[config.mk]
export PLATFORM = sky130hd
export DESIGN_NAME = huff_top
export DESIGN_NICKNAME = d
export VERILOG_FILES = /design/src/logic/huff_pkg.sv /design/src/logic/huff_codebook.sv /design/src/logic/huff_controller.sv /design/src/logic/huff_histogram.sv /design/src/logic/huff_top.sv /design/src/logic/huff_translate.sv /design/src/logic/huff_tree_build.sv
export SDC_FILE = /design/constraint.sdc
export NUM_CORES = 1
export LEC_CHECK = 0
export BUFFER_PORTS_ARGS = -buffer_cell sky130_fd_sc_hd__buf_2
export CAP_MARGIN = 0
export CORE_ASPECT_RATIO = 0.6
export CORE_MARGIN = 2
export CORE_UTILIZATION = 40
export DETAILED_ROUTE_END_ITERATION = 16
export HOLD_SLACK_MARGIN = 0.1
export PLACE_DENSITY_LB_ADDON = 0.3
export SLEW_MARGIN = 25
export SYNTH_ARGS = -nofsm -noshare
export SYNTH_HDL_FRONTEND = slang
export SYNTH_SLANG_ARGS = --single-unit
[constraint.sdc]
create_clock -name hwclk -period 30.2 [get_ports hwclk]
set_input_delay 3.02 -clock hwclk [delete_from_list [all_inputs] [get_ports hwclk]]
set_output_delay 3.02 -clock hwclk [all_outputs]
set_load 0.1 [all_outputs]
[src/logic/huff_pkg.sv]
package huff_pkg;

  // alphabet and field widths
  localparam int NUM_SYMS = 8;
  localparam int SYM_W = 3;
  // a block holds at most 255 symbols, so merged weights fit too
  localparam int CNT_W = 8;
  // code lengths never exceed 7 for 8 symbols
  localparam int LEN_W = 3;
  localparam int CODE_W = 7;

  // codebook walk, one step per (length, symbol) pair
  localparam int CODE_STEPS = NUM_SYMS * CODE_W;
  localparam int STEP_W = 6;

  // block phases, advanced by the controller
  typedef enum logic [1:0] {
    PH_COUNT  = 2'd0,
    PH_BUILD  = 2'd1,
    PH_CODE   = 2'd2,
    PH_ENCODE = 2'd3
  } phase_t;

  // one input beat
  typedef struct packed {
    logic [SYM_W-1:0] sym;
    // marks the last symbol of a pass
    logic             last;
  } sym_beat_t;

  // per-symbol occurrence counts
  typedef logic [NUM_SYMS-1:0][CNT_W-1:0] count_vec_t;

  // per-symbol code lengths, zero for an absent symbol
  typedef logic [NUM_SYMS-1:0][LEN_W-1:0] len_vec_t;

  // canonical code, right-aligned, with its length
  typedef struct packed {
    logic [CODE_W-1:0] code;
    logic [LEN_W-1:0]  len;
  } code_ent_t;

  typedef code_ent_t [NUM_SYMS-1:0] codebook_t;

endpackage

[src/logic/huff_codebook.sv]
`timescale 1ns/1ps

module huff_codebook (
  input  logic                hwclk,
  input  logic                rst_n_i,
  input  huff_pkg::phase_t    phase_i,
  input  huff_pkg::len_vec_t  lens_i,
  output huff_pkg::codebook_t book_o,
  output logic                code_done_o
);

  logic [huff_pkg::STEP_W-1:0] step_q;
  logic                        first_q;
  logic [huff_pkg::CODE_W-1:0] next_code_q;
  logic [huff_pkg::LEN_W-1:0]  prev_len_q;
  huff_pkg::codebook_t         book_q;

  logic                        in_code;
  logic [huff_pkg::SYM_W-1:0]  sym_cur;
  logic [huff_pkg::LEN_W-1:0]  len_cur;
  logic                        hit;
  logic [huff_pkg::CODE_W-1:0] code_new;

  assign in_code = (phase_i == huff_pkg::PH_CODE);

  // step splits into length (outer) and symbol (inner)
  assign sym_cur = step_q[huff_pkg::SYM_W-1:0];
  assign len_cur = step_q[huff_pkg::STEP_W-1:huff_pkg::SYM_W] + 1'b1;

  // symbol of the current length is present
  assign hit = in_code && (step_q < huff_pkg::STEP_W'(huff_pkg::CODE_STEPS)) &&
               (lens_i[sym_cur] == len_cur);

  // canonical rule: previous code plus one, widened to the new length
  assign code_new = first_q ? '0 : (next_code_q + 1'b1) << (len_cur - prev_len_q);

  // done once all 56 steps have run
  assign code_done_o = in_code && (step_q == huff_pkg::STEP_W'(huff_pkg::CODE_STEPS));

  always_ff @(posedge hwclk or negedge rst_n_i) begin
    if (!rst_n_i) begin
      step_q      <= '0;
      first_q     <= 1'b1;
      next_code_q <= '0;
      prev_len_q  <= '0;
    end else if (!in_code) begin
      step_q      <= '0;
      first_q     <= 1'b1;
      next_code_q <= '0;
      prev_len_q  <= '0;
    end else if (!code_done_o) begin
      step_q <= step_q + 1'b1;
      if (hit) begin
        first_q     <= 1'b0;
        next_code_q <= code_new;
        prev_len_q  <= len_cur;
      end
    end
  end

  // entries wiped during build, so absent symbols read length zero
  always_ff @(posedge hwclk) begin
    if (phase_i == huff_pkg::PH_BUILD) begin
      book_q <= '0;
    end else if (hit) begin
      book_q[sym_cur].code <= code_new;
      book_q[sym_cur].len  <= len_cur;
    end
  end

  assign book_o = book_q;

  // codes handed out in increasing order
  a_code_grows: assert property (
    @(posedge hwclk) disable iff (!rst_n_i)
    (hit && !first_q) |-> (code_new > next_code_q)
  );

endmodule

[src/logic/huff_controller.sv]
`timescale 1ns/1ps

module huff_controller (
  input  logic             hwclk,
  input  logic             rst_n_i,
  input  logic             count_done_i,
  input  logic             build_done_i,
  input  logic             code_done_i,
  input  logic             block_done_i,
  output huff_pkg::phase_t phase_o
);

  huff_pkg::phase_t phase_q;

  // phase sequence count, build, code, encode and back to count
  // a done pulse only moves the phase it belongs to
  always_ff @(posedge hwclk or negedge rst_n_i) begin
    if (!rst_n_i) begin
      phase_q <= huff_pkg::PH_COUNT;
    end else begin
      case (phase_q)
        huff_pkg::PH_COUNT:  if (count_done_i) phase_q <= huff_pkg::PH_BUILD;
        huff_pkg::PH_BUILD:  if (build_done_i) phase_q <= huff_pkg::PH_CODE;
        huff_pkg::PH_CODE:   if (code_done_i) phase_q <= huff_pkg::PH_ENCODE;
        huff_pkg::PH_ENCODE: if (block_done_i) phase_q <= huff_pkg::PH_COUNT;
        default:             phase_q <= huff_pkg::PH_COUNT;
      endcase
    end
  end

  assign phase_o = phase_q;

  // stages hand over one at a time, never two done pulses at once
  a_one_done: assert property (
    @(posedge hwclk) disable iff (!rst_n_i)
    $onehot0({count_done_i, build_done_i, code_done_i, block_done_i})
  );

endmodule

[src/logic/huff_histogram.sv]
`timescale 1ns/1ps

module huff_histogram (
  input  logic                 hwclk,
  input  logic                 rst_n_i,
  input  huff_pkg::phase_t     phase_i,
  input  logic                 beat_valid_i,
  input  huff_pkg::sym_beat_t  beat_i,
  input  logic                 block_done_i,
  output huff_pkg::count_vec_t counts_o,
  output logic                 count_done_o
);

  huff_pkg::count_vec_t counts_q;
  logic                 take;

  // handshake is already resolved upstream, only the phase gates here
  assign take = beat_valid_i && (phase_i == huff_pkg::PH_COUNT);

  // per-symbol counters
  // cleared when the encode pass of the block finishes
  always_ff @(posedge hwclk or negedge rst_n_i) begin
    if (!rst_n_i) begin
      counts_q <= '0;
    end else if (block_done_i) begin
      counts_q <= '0;
    end else if (take) begin
      counts_q[beat_i.sym] <= counts_q[beat_i.sym] + 1'b1;
    end
  end

  assign counts_o = counts_q;

  // last beat of the count pass closes it
  // phase moves to build on the same edge, so ready drops right after
  assign count_done_o = take && beat_i.last;

  // a block larger than 255 symbols would wrap a counter
  a_no_overflow: assert property (
    @(posedge hwclk) disable iff (!rst_n_i)
    take |-> (counts_q[beat_i.sym] != '1)
  );

endmodule

[src/logic/huff_top.sv]
`timescale 1ns/1ps

module huff_top (
  input  logic                hwclk,
  input  logic                rst_n_i,
  input  logic                sym_valid_i,
  input  huff_pkg::sym_beat_t sym_beat_i,
  output logic                sym_ready_o,
  output logic                bit_o,
  output logic                bit_valid_o,
  output logic                block_done_o
);

  huff_pkg::phase_t     phase;
  huff_pkg::count_vec_t counts;
  huff_pkg::len_vec_t   lens;
  huff_pkg::codebook_t  book;
  logic                 count_done;
  logic                 build_done;
  logic                 code_done;
  logic                 tr_ready;
  logic                 accept;

  // ready by phase: always in count, translator idle in encode
  assign sym_ready_o = (phase == huff_pkg::PH_COUNT) ||
                       ((phase == huff_pkg::PH_ENCODE) && tr_ready);
  assign accept = sym_valid_i && sym_ready_o;

  huff_controller controller_i (
    .hwclk(hwclk), .rst_n_i(rst_n_i),
    .count_done_i(count_done), .build_done_i(build_done),
    .code_done_i(code_done), .block_done_i(block_done_o),
    .phase_o(phase)
  );

  huff_histogram histogram_i (
    .hwclk(hwclk), .rst_n_i(rst_n_i), .phase_i(phase),
    .beat_valid_i(accept), .beat_i(sym_beat_i), .block_done_i(block_done_o),
    .counts_o(counts), .count_done_o(count_done)
  );

  huff_tree_build tree_build_i (
    .hwclk(hwclk), .rst_n_i(rst_n_i), .phase_i(phase),
    .counts_i(counts), .lens_o(lens), .build_done_o(build_done)
  );

  huff_codebook codebook_i (
    .hwclk(hwclk), .rst_n_i(rst_n_i), .phase_i(phase),
    .lens_i(lens), .book_o(book), .code_done_o(code_done)
  );

  huff_translate translate_i (
    .hwclk(hwclk), .rst_n_i(rst_n_i), .phase_i(phase),
    .beat_valid_i(accept), .beat_i(sym_beat_i), .book_i(book),
    .sym_ready_o(tr_ready), .bit_o(bit_o), .bit_valid_o(bit_valid_o),
    .block_done_o(block_done_o)
  );

endmodule

[src/logic/huff_translate.sv]
`timescale 1ns/1ps

module huff_translate (
  input  logic                hwclk,
  input  logic                rst_n_i,
  input  huff_pkg::phase_t    phase_i,
  input  logic                beat_valid_i,
  input  huff_pkg::sym_beat_t beat_i,
  input  huff_pkg::codebook_t book_i,
  output logic                sym_ready_o,
  output logic                bit_o,
  output logic                bit_valid_o,
  output logic                block_done_o
);

  logic                        busy_q;
  logic [huff_pkg::LEN_W-1:0]  left_q;
  logic                        last_q;
  logic                        done_q;
  logic [huff_pkg::CODE_W-1:0] shreg_q;

  huff_pkg::code_ent_t         ent;
  logic                        take;

  // codebook lookup for the offered symbol
  assign ent = book_i[beat_i.sym];

  assign take = beat_valid_i && (phase_i == huff_pkg::PH_ENCODE) && !busy_q && !done_q;

  // idle only when neither shifting nor closing the block
  assign sym_ready_o = !busy_q && !done_q;

  always_ff @(posedge hwclk or negedge rst_n_i) begin
    if (!rst_n_i) begin
      busy_q <= 1'b0;
      left_q <= '0;
      last_q <= 1'b0;
      done_q <= 1'b0;
    end else begin
      done_q <= 1'b0;
      if (take) begin
        busy_q <= 1'b1;
        left_q <= ent.len;
        last_q <= beat_i.last;
      end else if (busy_q) begin
        left_q <= left_q - 1'b1;
        if (left_q == huff_pkg::LEN_W'(1)) begin
          busy_q <= 1'b0;
          // final bit of the final symbol
          done_q <= last_q;
        end
      end
    end
  end

  // code moved to the top bits so the MSB leaves first
  always_ff @(posedge hwclk) begin
    if (take) begin
      shreg_q <= ent.code << (huff_pkg::LEN_W'(huff_pkg::CODE_W) - ent.len);
    end else if (busy_q) begin
      shreg_q <= shreg_q << 1;
    end
  end

  assign bit_o        = shreg_q[huff_pkg::CODE_W-1];
  assign bit_valid_o  = busy_q;
  assign block_done_o = done_q;

  // every symbol of the encode pass was seen in the count pass
  a_len_nonzero: assert property (
    @(posedge hwclk) disable iff (!rst_n_i)
    take |-> (ent.len != '0)
  );

  // bits only come out while the controller sits in encode
  a_bits_in_encode: assert property (
    @(posedge hwclk) disable iff (!rst_n_i)
    bit_valid_o |-> (phase_i == huff_pkg::PH_ENCODE)
  );

endmodule

[src/logic/huff_tree_build.sv]
`timescale 1ns/1ps

module huff_tree_build (
  input  logic                 hwclk,
  input  logic                 rst_n_i,
  input  huff_pkg::phase_t     phase_i,
  input  huff_pkg::count_vec_t counts_i,
  output huff_pkg::len_vec_t   lens_o,
  output logic                 build_done_o
);

  localparam int N = huff_pkg::NUM_SYMS;

  // slot state: weight, leaf mask, active flag
  logic [N-1:0][huff_pkg::CNT_W-1:0] weight_q;
  logic [N-1:0][N-1:0]               mask_q;
  logic [N-1:0]                      active_q;
  logic                              started_q;
  huff_pkg::len_vec_t                lens_q;

  logic                              in_build;
  logic                              do_merge;
  logic [huff_pkg::SYM_W-1:0]        least1;
  logic [huff_pkg::SYM_W-1:0]        least2;
  logic                              found1;
  logic                              found2;
  logic [huff_pkg::SYM_W-1:0]        lo_idx;
  logic [huff_pkg::SYM_W-1:0]        hi_idx;
  logic [N-1:0]                      merged_mask;

  assign in_build = (phase_i == huff_pkg::PH_BUILD);

  // one active slot left means the tree is complete
  assign build_done_o = in_build && started_q && $onehot0(active_q);
  assign do_merge = in_build && started_q && !build_done_o;

  // two least active weights, lower index wins a tie
  always_comb begin
    least1 = '0;
    least2 = '0;
    found1 = 1'b0;
    found2 = 1'b0;
    for (int i = 0; i < N; i++) begin
      if (active_q[i] && (!found1 || weight_q[i] < weight_q[least1])) begin
        least1 = huff_pkg::SYM_W'(i);
        found1 = 1'b1;
      end
    end
    for (int i = 0; i < N; i++) begin
      if (active_q[i] && (huff_pkg::SYM_W'(i) != least1) &&
          (!found2 || weight_q[i] < weight_q[least2])) begin
        least2 = huff_pkg::SYM_W'(i);
        found2 = 1'b1;
      end
    end
  end

  // merged node lands in the lower of the two slots
  assign lo_idx = (least1 < least2) ? least1 : least2;
  assign hi_idx = (least1 < least2) ? least2 : least1;
  assign merged_mask = mask_q[least1] | mask_q[least2];

  // control: load on entry, then retire one slot per merge
  always_ff @(posedge hwclk or negedge rst_n_i) begin
    if (!rst_n_i) begin
      started_q <= 1'b0;
      active_q  <= '0;
    end else if (!in_build) begin
      started_q <= 1'b0;
    end else if (!started_q) begin
      started_q <= 1'b1;
      for (int i = 0; i < N; i++) begin
        active_q[i] <= (counts_i[i] != '0);
      end
    end else if (do_merge) begin
      active_q[hi_idx] <= 1'b0;
    end
  end

  // weights, masks and leaf lengths
  always_ff @(posedge hwclk) begin
    if (in_build && !started_q) begin
      weight_q <= counts_i;
      lens_q   <= '0;
      for (int i = 0; i < N; i++) begin
        mask_q[i] <= N'(1) << i;
      end
    end else if (do_merge) begin
      weight_q[lo_idx] <= weight_q[least1] + weight_q[least2];
      mask_q[lo_idx]   <= merged_mask;
      // every leaf under the new node sinks one level
      for (int i = 0; i < N; i++) begin
        if (merged_mask[i]) lens_q[i] <= lens_q[i] + 1'b1;
      end
    end else if (build_done_o && lens_q == '0) begin
      // lone symbol, no merges, still needs a one-bit code
      for (int i = 0; i < N; i++) begin
        if (active_q[i]) lens_q[i] <= huff_pkg::LEN_W'(1);
      end
    end
  end

  assign lens_o = lens_q;

  // an empty block has nothing to build
  a_not_empty: assert property (
    @(posedge hwclk) disable iff (!rst_n_i)
    (in_build && !started_q) |-> (counts_i != '0)
  );

endmodule

==> impl_metrics.json <==
{
  "layout_common_cells": "nand2_1 (400), buf_4 (288), nor2_1 (282)",
  "gp_congestion": 1.09,
  "cp-end-kind": "register",
  "start_util": 0.404,
  "async_flop_share": 0.291,
  "die_area_sq_um": 61700,
  "cp_common_cell": "a21oi_1",
  "worst_pin_slew_ps": 1160,
  "cp.arrival_ps": 29730,
  "die-width_microns": 319,
  "syn-num-nets": 3063,
  "dp_hpwl_microns": 79900,
  "min_path_type": "reg -> reg",
  "port_buffers": 10,
  "clock_sinks": 337,
  "cpPeakStageDelay_ps": 670,
  "antenna_found_initial": 4,
  "worstSetupPathType": "reg -> reg",
  "synth_top_cell_area_share": 0.141,
  "p_clk_frac": 0.459,
  "path_clk_slew_ps": 70,
  "syn_avg_cell_area_sq_um": 8.18,
  "grt_pass1_wl_microns": 155000,
  "power_uw": 867,
  "synth_edf_count": 71,
  "overflow": 0,
  "antenna_left": 0,
  "layout_commonest_cell": "nand2_1",
  "track_usage": 0.338,
  "fin_nets": 3223,
  "core_sq_um": 59100,
  "synth_cell_types": 106,
  "yosysTopAreaCell": "dfxtp_1",
  "cts_buffers": 30,
  "max_slew_margin": 0.216,
  "fin_crit_sh": 0.969,
  "fin_worst_skew_ps": 14.9,
  "drt_iter0_markers": 4290,
  "syn2layout_area_growth_pct": 18.7,
  "period_needed_ps": 29270,
  "finalSetupViolCount": 0,
  "num-fill-cells": 5657,
  "irDropWorstVdd_mv": 0.0429,
  "syn_area_sq_um": 23800,
  "cp-start-kind": "register",
  "via_per_inst": 6.57,
  "drc": 0,
  "synthTopCellsByArea": "dfxtp_1 (14%), dfrtp_1 (10%), edfxtp_1 (8.9%)",
  "pwr-share-comb": 0.012,
  "cts_root_buffer": "clkbuf_16",
  "fin_util": 0.479,
  "sw_frac_of_total": 0.228,
  "drv_slew": 0,
  "switchingPower_uw": 198,
  "clkLatencyLatePin_ps": 610,
  "hold_viol_final": 0,
  "grtUsageMet2": 0.431,
  "cts_tree": "yes",
  "critPathMaxFanout": 14,
  "wirelength_microns": 109000,
  "grt_util_met1": 0.526,
  "synth_ff_type": "dfxtp_1",
  "max_freq_mhz": 34.2,
  "rows": 69,
  "grt_pass1_vias": 22500,
  "cts_buffer_depth": 3,
  "maxCapViolCount": 0,
  "status": "complete, no violations",
  "ys_ff_latch": 337,
  "required_ps": 30660,
  "syn_inst": 2915,
  "wl_per_cell_microns": 28.0,
  "seqPwrFrac": 0.530,
  "die_y_microns": 193,
  "cts_max_level": 1,
  "grt.busiest_layer": "met1",
  "grt_max_degree": 87,
  "critPathSlowestCell": "nor3b_1",
  "dr.pass1.iters": 6,
  "vias": 25500,
  "drive_gt1_frac": 0.190,
  "grtUsageMet3": 0.128,
  "io_pins": 11,
  "yosysWarningCount": 0,
  "p_int_uw": 669,
  "leakagePower_uw": 0.0114,
  "synth.yosys.seq_area_share": 0.333,
  "power.density_nw_per_um2": 30.6
}
==> stage by stage <==
step	instance area, sq um	hold slack [ps]	TNS, ps	setup WS (ps)	cells
floorplan	23900	442	0	78.0	2915
global placement	26200	454	-44660	-751	3776
detailed placement	26300	469	-44680	-724	3778
CTS	27300	480	0	21.9	3837
global route	28300	506	-4250	-181	3880
finish	28300	480	0	927	3883
==> power groups by stage <==
stage	registers, uW	logic [uW]	clock network [uW]
after global placement	469	10.0	0
after global routing	459	11.2	418
after floorplan	469	3.83	0
final	459	10.3	397
after detailed placement	469	10.1	0
after CTS	459	10.1	399
==> final cells by class <==
type | instances | area (sq um) | area share
antenna | 3 | 7.51 | 0.000265
multi-input combinational | 2310 | 15600 | 0.551
clock inverter | 19 | 163 | 0.00575
timing repair buffer | 316 | 2510 | 0.0888
sequential | 337 | 7950 | 0.281
inverter | 80 | 305 | 0.0108
tap | 781 | 977 | 0.0345
clock buffer | 37 | 808 | 0.0286
==> cells by family (layout without fill, tap and decap cells) <==
kind of cell               Yosys count  count (layout)  synth area share
AOI/OAI and AO/OA                 1004            1004             0.282
and+or+nand+nor                    980             982             0.183
DFF                                337             337             0.333
buffers and inverters              270             452            0.0464
muxes                              158             158            0.0698
adders and majority gates          141             141            0.0759
xor gates and xnor gates            25              25           0.00918
other                                0               3                 0
==> layer usage <==
layer	vias to the layer above	part of all wire
met4	6	0.019
met1	12400	0.46
met5	-	0.00037
li1	11100	-
met2	1811	0.37
met3	229	0.15
==> what timing repair did <==
| item | in CTS | in global routing |
|---|---|---|
| hold buffers | 0 | 0 |
| endpoints found under the setup margin | 200 | 224 |
| cloned | 0 | 5 |
| pin swaps | 1 | 43 |
| buffers inserted | 3 | 38 |
| gates resized for setup | 15 | 154 |
==> critical path: cells and delay by family (launching register included) <==
kind | cells | cell delay [ps]
buffers and inverters | 14 | 2250
multiplexers | 4 | 1330
AND/OR/NAND/NOR | 41 | 6720
AO/OA/AOI/OAI | 76 | 13960
flip-flops | 1 | 380
adder cells (fa/ha/maj) | 15 | 4220
XOR/XNOR | 1 | 270
==> cell usage after synthesis, types with 8 or more instances <==
library cell	number
nand2_1	411
nor2_1	293
a21oi_1	279
o21ai_0	193
dfxtp_1	168
clkbuf_1	135
ha_1	135
mux2i_1	131
a211oi_1	104
dfrtp_1	97
inv_1	76
a22oi_1	72
edfxtp_1	71
nand3_1	40
a31oi_1	36
a22o_1	34
nand2b_1	32
nor3_1	32
a221oi_1	31
and3_1	30
buf_2	29
a21o_1	26
nand4_1	26
o21ai_1	24
nor4_1	23
mux2_2	22
and2_1	20
o22ai_1	20
nor2b_1	18
o211ai_1	17
xnor2_1	17
nand3b_1	14
o21a_1	14
buf_4	12
a311oi_1	11
buf_1	11
a211o_1	9
o221ai_1	8
o31ai_1	8
xor2_1	8
==> sequential cells by signal, indices dropped and copies added, names as in the netlist, 3 cells and up <==
signal	cells
codebook_i.prev_len_q	3
histogram_i.counts_o	64
tree_build_i.active_q	8
codebook_i.step_q	6
translate_i.shreg_q	7
codebook_i.book_o	80
tree_build_i.mask_q	64
codebook_i.next_code_q	7
tree_build_i.lens_o	24
translate_i.left_q	3
tree_build_i.weight_q	64
==> path summary, 6_finish.rpt <==
check                                          from                   endpoint  depth (start not counted)  slack (ps)
setup / recovery           tree_build_i.weight_q[5]   tree_build_i.weight_q[2]                        151         930
hold / removal                translate_i.left_q[2]   translate_i.block_done_o                          1         480
setup reg to reg           tree_build_i.weight_q[5]   tree_build_i.weight_q[2]                        151         930
hold reg to reg               translate_i.left_q[2]   translate_i.block_done_o                          1         480
max in group asynchronous                   rst_n_i   translate_i.block_done_o                          2       26790
min in group asynchronous                   rst_n_i  codebook_i.next_code_q[2]                          1        2350
(Power assumes the default switching activity.)
